$ cat src/logic/rs_types_pkg.sv
`default_nettype none

package rs_types_pkg;

    localparam int PC_W  = 32;  // Instruction address
    localparam int TAG_W = 8;   // Physical register tag
    localparam int OP_W  = 4;   // ALU opcode

    // Instruction as it leaves rename
    typedef struct packed {
        logic [PC_W-1:0]  pc;
        logic [TAG_W-1:0] rd;
        logic [OP_W-1:0]  aluop;
        logic [TAG_W-1:0] src1;
        logic [TAG_W-1:0] src2;
        logic             src1_ready;
        logic             src2_ready;
    } dispatch_t;

    // Packet sent to the divider
    typedef struct packed {
        logic [PC_W-1:0]  pc;
        logic [TAG_W-1:0] rd;
        logic [OP_W-1:0]  aluop;
        logic [TAG_W-1:0] src1;
        logic [TAG_W-1:0] src2;
    } issue_t;

endpackage

`default_nettype wire

$ cat src/logic/wakeup_pkg.sv
`default_nettype none

package wakeup_pkg;

    localparam int NUM_WAKE = 5;

    // Broadcast slots on the result bus
    localparam int WAKE_ALU    = 0;
    localparam int WAKE_MUL    = 1;
    localparam int WAKE_DIV    = 2;
    localparam int WAKE_LOAD   = 3;
    localparam int WAKE_BRANCH = 4;

    typedef struct packed {
        logic                           valid;
        logic [rs_types_pkg::TAG_W-1:0] tag;
    } wakeup_t;

    typedef wakeup_t [NUM_WAKE-1:0] wakeup_bus_t;

endpackage

`default_nettype wire

$ cat src/logic/rs_wakeup.sv
`timescale 1ns/10ps
`default_nettype none

module rs_wakeup #(
    parameter int RS_DEPTH = 16
) (
    input  wakeup_pkg::wakeup_bus_t                     wakeup,
    input  logic [RS_DEPTH*rs_types_pkg::TAG_W-1:0]     src1_tags,
    input  logic [RS_DEPTH*rs_types_pkg::TAG_W-1:0]     src2_tags,
    input  logic [rs_types_pkg::TAG_W-1:0]              dispatch_src1,
    input  logic [rs_types_pkg::TAG_W-1:0]              dispatch_src2,
    output logic [RS_DEPTH-1:0]                         wake1,
    output logic [RS_DEPTH-1:0]                         wake2,
    output logic                                        wake_in1,
    output logic                                        wake_in2
);
    import rs_types_pkg::*;
    import wakeup_pkg::*;

    // Any valid broadcast carrying this tag
    function automatic logic tag_hit(
        input logic [TAG_W-1:0] tag,
        input wakeup_bus_t      bus
    );
        logic hit;
        hit = 1'b0;
        for (int w = 0; w < NUM_WAKE; w++) begin
            hit = hit | (bus[w].valid && (bus[w].tag == tag));
        end
        return hit;
    endfunction

    // Stored sources
    always_comb begin
        for (int i = 0; i < RS_DEPTH; i++) begin
            wake1[i] = tag_hit(src1_tags[i*TAG_W +: TAG_W], wakeup);
            wake2[i] = tag_hit(src2_tags[i*TAG_W +: TAG_W], wakeup);
        end
    end

    // Instruction being dispatched this cycle
    assign wake_in1 = tag_hit(dispatch_src1, wakeup);
    assign wake_in2 = tag_hit(dispatch_src2, wakeup);

endmodule

`default_nettype wire

$ cat src/logic/rs_entry_array.sv
`timescale 1ns/10ps
`default_nettype none

module rs_entry_array #(
    parameter int RS_DEPTH = 16
) (
    input  logic                                               clk,
    input  logic                                               reset,
    input  logic                                               dispatch_valid,
    input  rs_types_pkg::dispatch_t                            dispatch,
    input  logic [RS_DEPTH-1:0]                                wake1,
    input  logic [RS_DEPTH-1:0]                                wake2,
    input  logic                                               wake_in1,
    input  logic                                               wake_in2,
    input  logic                                               issue_fire,
    input  logic [$clog2(RS_DEPTH)-1:0]                        issue_idx,
    output logic [RS_DEPTH*rs_types_pkg::TAG_W-1:0]            src1_tags,
    output logic [RS_DEPTH*rs_types_pkg::TAG_W-1:0]            src2_tags,
    output logic [RS_DEPTH*$bits(rs_types_pkg::issue_t)-1:0]   entries,
    output logic [RS_DEPTH-1:0]                                entry_ready,
    output logic [$clog2(RS_DEPTH)-1:0]                        tail
);
    import rs_types_pkg::*;

    localparam int PKT_W = $bits(issue_t);

    issue_t              slots [RS_DEPTH];
    issue_t              in_pkt;
    logic [RS_DEPTH-1:0] ready1;
    logic [RS_DEPTH-1:0] ready2;
    logic [RS_DEPTH-1:0] busy;  // Slot holds a waiting instruction

    assign in_pkt = '{
        pc:    dispatch.pc,
        rd:    dispatch.rd,
        aluop: dispatch.aluop,
        src1:  dispatch.src1,
        src2:  dispatch.src2
    };

    // Packet storage
    always_ff @(posedge clk) begin
        if (dispatch_valid) begin
            slots[tail] <= in_pkt;
        end
    end

    always_ff @(posedge clk) begin
        if (reset) begin
            ready1 <= '0;
            ready2 <= '0;
            busy   <= '0;
            tail   <= '0;
        end else begin
            ready1 <= ready1 | wake1;
            ready2 <= ready2 | wake2;
            if (issue_fire) begin
                busy[issue_idx]   <= 1'b0;
                ready1[issue_idx] <= 1'b0;
                ready2[issue_idx] <= 1'b0;
            end
            // New entry wins over wakeup of the stale slot
            if (dispatch_valid) begin
                busy[tail]   <= 1'b1;
                ready1[tail] <= dispatch.src1_ready | wake_in1;
                ready2[tail] <= dispatch.src2_ready | wake_in2;
                tail         <= tail + 1'b1;  // Depth is a power of two
            end
        end
    end

    assign entry_ready = busy & ready1 & ready2;

    // Flat views for the wakeup and select logic
    for (genvar g = 0; g < RS_DEPTH; g++) begin : g_flat
        assign src1_tags[g*TAG_W +: TAG_W] = slots[g].src1;
        assign src2_tags[g*TAG_W +: TAG_W] = slots[g].src2;
        assign entries[g*PKT_W +: PKT_W]   = slots[g];
    end

endmodule

`default_nettype wire

$ cat src/logic/rs_issue_select.sv
`timescale 1ns/10ps
`default_nettype none

module rs_issue_select #(
    parameter int RS_DEPTH     = 16,
    parameter int ISSUE_WINDOW = RS_DEPTH
) (
    input  logic                                               clk,
    input  logic                                               reset,
    input  logic [RS_DEPTH-1:0]                                entry_ready,
    input  logic [RS_DEPTH*$bits(rs_types_pkg::issue_t)-1:0]   entries,
    output logic                                               issue_fire,
    output logic [$clog2(RS_DEPTH)-1:0]                        issue_idx,
    output logic                                               issue_valid,
    output rs_types_pkg::issue_t                               issue
);
    import rs_types_pkg::*;

    localparam int PTR_W = $clog2(RS_DEPTH);
    localparam int PKT_W = $bits(issue_t);

    logic [PTR_W-1:0]    head;
    logic [RS_DEPTH-1:0] ahead;  // Issued before reaching the head
    logic                head_done;

    // Oldest ready entry in the window
    always_comb begin
        logic [PTR_W-1:0] slot;
        issue_fire = 1'b0;
        issue_idx  = head;
        // Walk from the far end so the nearest hit is kept
        for (int k = ISSUE_WINDOW - 1; k >= 0; k--) begin
            slot = head + PTR_W'(k);
            if (entry_ready[slot]) begin
                issue_fire = 1'b1;
                issue_idx  = slot;
            end
        end
    end

    // Head entry leaves now, or already left earlier
    assign head_done = (issue_fire && (issue_idx == head)) || ahead[head];

    always_ff @(posedge clk) begin
        if (reset) begin
            head        <= '0;
            ahead       <= '0;
            issue_valid <= 1'b0;
        end else begin
            issue_valid <= issue_fire;
            if (issue_fire && (issue_idx != head)) begin
                ahead[issue_idx] <= 1'b1;
            end
            if (head_done) begin
                ahead[head] <= 1'b0;
                head        <= head + 1'b1;  // One step per cycle
            end
        end
    end

    // Divider payload
    always_ff @(posedge clk) begin
        if (issue_fire) begin
            issue <= entries[issue_idx*PKT_W +: PKT_W];
        end
    end

endmodule

`default_nettype wire

$ cat src/logic/rs_div.sv
`timescale 1ns/10ps
`default_nettype none

module rs_div #(
    parameter int RS_DEPTH     = 16,
    parameter int ISSUE_WINDOW = RS_DEPTH
) (
    input  logic                      clk,
    input  logic                      reset,
    input  logic                      dispatch_valid,
    input  rs_types_pkg::dispatch_t   dispatch,
    input  wakeup_pkg::wakeup_bus_t   wakeup,
    output logic                      issue_valid,
    output rs_types_pkg::issue_t      issue
);
    import rs_types_pkg::*;

    logic [RS_DEPTH-1:0]               wake1;
    logic [RS_DEPTH-1:0]               wake2;
    logic                              wake_in1;
    logic                              wake_in2;
    logic [RS_DEPTH*TAG_W-1:0]         src1_tags;
    logic [RS_DEPTH*TAG_W-1:0]         src2_tags;
    logic [RS_DEPTH*$bits(issue_t)-1:0] entries;
    logic [RS_DEPTH-1:0]               entry_ready;
    logic                              issue_fire;
    logic [$clog2(RS_DEPTH)-1:0]       issue_idx;

    rs_wakeup #(
        .RS_DEPTH(RS_DEPTH)
    ) wakeup_inst (
        .wakeup       (wakeup),
        .src1_tags    (src1_tags),
        .src2_tags    (src2_tags),
        .dispatch_src1(dispatch.src1),
        .dispatch_src2(dispatch.src2),
        .wake1        (wake1),
        .wake2        (wake2),
        .wake_in1     (wake_in1),
        .wake_in2     (wake_in2)
    );

    rs_entry_array #(
        .RS_DEPTH(RS_DEPTH)
    ) entry_array_inst (
        .clk           (clk),
        .reset         (reset),
        .dispatch_valid(dispatch_valid),
        .dispatch      (dispatch),
        .wake1         (wake1),
        .wake2         (wake2),
        .wake_in1      (wake_in1),
        .wake_in2      (wake_in2),
        .issue_fire    (issue_fire),
        .issue_idx     (issue_idx),
        .src1_tags     (src1_tags),
        .src2_tags     (src2_tags),
        .entries       (entries),
        .entry_ready   (entry_ready),
        .tail          ()
    );

    rs_issue_select #(
        .RS_DEPTH    (RS_DEPTH),
        .ISSUE_WINDOW(ISSUE_WINDOW)
    ) issue_select_inst (
        .clk        (clk),
        .reset      (reset),
        .entry_ready(entry_ready),
        .entries    (entries),
        .issue_fire (issue_fire),
        .issue_idx  (issue_idx),
        .issue_valid(issue_valid),
        .issue      (issue)
    );

endmodule

`default_nettype wire

$ cat config.mk
export PLATFORM = sky130hd
export DESIGN_NAME = rs_div
export DESIGN_NICKNAME = d
export VERILOG_FILES = /design/src/logic/rs_types_pkg.sv /design/src/logic/wakeup_pkg.sv /design/src/logic/rs_wakeup.sv /design/src/logic/rs_entry_array.sv /design/src/logic/rs_issue_select.sv /design/src/logic/rs_div.sv
export SDC_FILE = /design/constraint.sdc
export NUM_CORES = 2
export LEC_CHECK = 0
export ABC_AREA = 0
export BUFFER_PORTS_ARGS = -buffer_cell sky130_fd_sc_hd__buf_2
export CAP_MARGIN = 20
export CORE_AREA = 2 2 393 395
export CTS_CLUSTER_DIAMETER = 150
export DETAILED_ROUTE_END_ITERATION = 16
export DIE_AREA = 0 0 395 397
export SLEW_MARGIN = 20
export SYNTH_ARGS = -nofsm -noshare
export SYNTH_HDL_FRONTEND = slang
export SYNTH_SLANG_ARGS = --single-unit
$ cat constraint.sdc
create_clock -name clk -period 20.9 [get_ports clk]
set_clock_uncertainty 0.2 [all_clocks]
set_input_delay 1.045 -clock clk [delete_from_list [all_inputs] [get_ports clk]]
set_output_delay 1.045 -clock clk [all_outputs]
set_load 0.01 [all_outputs]
==> results.md <==
- Outcome: complete, no violations
- Total gr overflow: 0
- Iter 0 DRT Violations: 7116
- Multiplexer area fraction after synthesis: 0.0757
- Largest family of logic cells by synthesized area: XOR/XNOR gates
- Width of the die: roughly 400 um
- Hold Violations, Final: 0
- Hold Path Class: reg -> reg
- Via count: slightly above 50000
- Post-synthesis xor/xnor area fraction: 0.182
- Crit path kind: reg -> reg
- Slew of the pin with the lowest slew margin: roughly 1.2 ns
- Layout cells sized above 1: 0.117
- Startpoint types: flop
- FF+latch count, synth: 1093
- CTS Hold Bufs: 0
- Pin count of the biggest net entering global routing: 120
- Routed Wire Length: 245 mm
- Post-synthesis simple-gate area fraction: 0.0993
- Req. time, crit path: 21.23 ns
- Setup crit end kind: flop
- DIE AREA: 157000 um2
- CORE AREA: around 150000 um2
- TritonCTS clock tree: yes
- First-pass GRT wire length: 349 mm
- Area delta synth->final: 7.66%
- Num rows: 144
- Post_cts resized: 0
- Synth top area cells: edfxtp_1 46%, xor2_1 12%, xnor2_1 6.5%, mux2i_1 4.4%, a221oi_1 3.2%
- FMAX: between 0.1 and 0.15 GHz
- Main synth FF type: edfxtp_1
- Arr. time, crit path: about 9 ns
- Sequential area share after synthesis: 0.482
- Max_slew headroom: 0.204
- GP Congestion: 0.957
- Initial DRT Pass Iterations: 6
- Clk_lat worst skew: 0.80 ns
- Distinct cells, synth: 83
- Vert. Die Dim: 397 um
- Clk pin slew, worst setup/hold paths: 0.06 ns
- Yosys warning total: 0
- Most frequent cell after synthesis: edfxtp_1
- Total power: 11100 uW
- Port-buffer cells: 170
- Period minus WS final: between 8 and 9 ns
- Final Max Slew Viols: 0
- Max Buffers Root-to-Sink: 3
- CTS Sinks: 1093
- Synth Area in Adders: 0.00319
- Met3 GRT Util: 0.0700
- Fin Setup TNS: 0 ns
- GRT Total Usage: 0.302
- Post-CTS Setup Inserts: 0
- Finished Cell Area: between 70000 and 80000 um2
- Htree depth: 3
- Post-synthesis cell count: 6030
- Cell area after synthesis: 66600 um2
- Met1 GRT Util: 0.402
- Final Cycle Share: 0.414
- Leakage: 0.0239 uW
- Post-synthesis average cell area: ~11 um2
- Share of the synthesized area in the top cell type: 0.460
- Peak supply drop: 0.227 mV
- Layout Nets: 5772
- Initial antenna violation count: 19
- Synth Area in Compound Gates: 0.106
- Wire length per cell: 31.5 um
- CTS buffer count: 117
- Via/cell ratio: 6.63
- GRT Max-Usage Layer: met2
- Remaining DRCs: 0
- DP HPWL: 143 mm
- Unrepaired setup endpoints after global routing: false
- Final setup vio count: 0
- PD cells: 155 nW/um2
- Max_cap viols: 0
- Final ANT Viol Nets: 0
- Post-synth EDFFs: roughly 1000
- Max FO, Critical Path: between 100 and 150
- # IOs: 171
- Yosys top cell by area: edfxtp_1
- CTS root buffer: clkbuf_16
- Post-DP Area: 67900 um2
- Ys async rst share: 0
- Post-synth top cells: 1020 x edfxtp_1, 881 x xor2_1, 522 x clkbuf_1
- Vias in the first global route: between 40000 and 50000
- Met2 usage: 0.452
- Syn_nets: 6157
- Starting Density: 0.436
==> layout by cell type (no fill, tap or decap), types with 9 or more instances in the layout <==
cell       count
bufinv_16     10
a32o_1        22
a32oi_1       52
buf_4        121
mux2_1        10
a41oi_1       11
mux2i_1      291
clkbuf_16    118
buf_2        170
nand2_1      439
o221ai_1      57
a311oi_1     137
a221oi_1     241
diode_2       10
nand4_1      127
nor2_1        51
nor4_1       234
inv_1         23
o211ai_1       9
mux2_2       113
clkinv_2      34
xor2_1       881
edfxtp_1    1020
and3_1        48
xnor2_1      493
dfxtp_1       72
nand3_1      337
a211oi_1      11
o21ai_0      164
clkbuf_1      29
nor3_1        36
ha_1          17
a21oi_1       56
clkinv_1      18
a31oi_1       82
mux4_2        31
o2111ai_1     14
==> path summary, 6_finish.rpt <==
kind	depth (start not counted)	end	from	slack [ns]
setup / recovery	15	issue_select_inst.issue[11]	issue_select_inst.head[0]	12.24
setup reg to reg	15	issue_select_inst.issue[11]	issue_select_inst.head[0]	12.24
hold / removal	2	issue_select_inst.ahead[14]	issue_select_inst.ahead[14]	0.26
hold reg to reg	2	issue_select_inst.ahead[14]	issue_select_inst.ahead[14]	0.26
==> layout make-up <==
type	instances	area, um2
repair buffers	291	1760
inverters	42	181
clock buffers	149	3090
well taps	2044	2560
flip-flops and latches	1093	32100
diodes	10	25.0
clock inverters	68	749
fillers	13700	81200
multi-input cells	4100	31300
==> where the power goes <==
group,switching (uW),internal [uW]
sequential,92.8,2670
clock,930,1180
combinational,4090,2180
total,5110,6020
==> metal layers <==
layer  part of all wire  up-vias
li1                   -    21600
met1               0.39    25600
met2               0.43     3533
met3               0.11      990
met4              0.067       10
met5            0.00028        -
==> worst max-delay path, cell delays in order, from the launching register on <==
cell and delay (ns):
dfxtp_4 0.66, inv_8 0.31, ha_1 1.11, inv_2 0.33, mux4_2 0.57, mux2i_2 0.27
mux2i_1 0.23, a211oi_1 0.45, or2_4 0.74, a221o_4 0.81, nand2_8 0.58, buf_4 0.58
buf_4 0.54, a211oi_1 0.42, a311oi_1 0.09, or3_1 0.39
==> sequential cells by signal, summed over array words and instances (netlist names) <==
name / cells
entry_array_inst.ready1: 16
entry_array_inst.slots: 960
entry_array_inst.ready2: 16
issue_select_inst.head: 4
issue_select_inst.issue: 60
entry_array_inst.busy: 16
entry_array_inst.tail: 4
issue_select_inst.ahead: 16
issue_select_inst.issue_valid: 1
==> logic make-up after synthesis <==
group | count (synthesis)
xor gates and xnor gates | 1379
and+or+nand+nor | 1325
DFF | 1093
AOI/OAI and AO/OA | 931
buffers and inverters | 837
muxes | 448
adders and majority gates | 17
==> through the flow <==
step                      hold WS, ns  utilization  instances  setup slack (ns)
after floorplan                 0.230            -       6030             13.76
after global placement          0.240        0.444       7570             12.33
after detailed placement        0.248        0.444       7570             12.17
after CTS                       0.259        0.469       7787             12.16
after global routing            0.274        0.469       7790             11.69
final                           0.258        0.469       7797             12.24
Power figures use the tool's default switching activity.
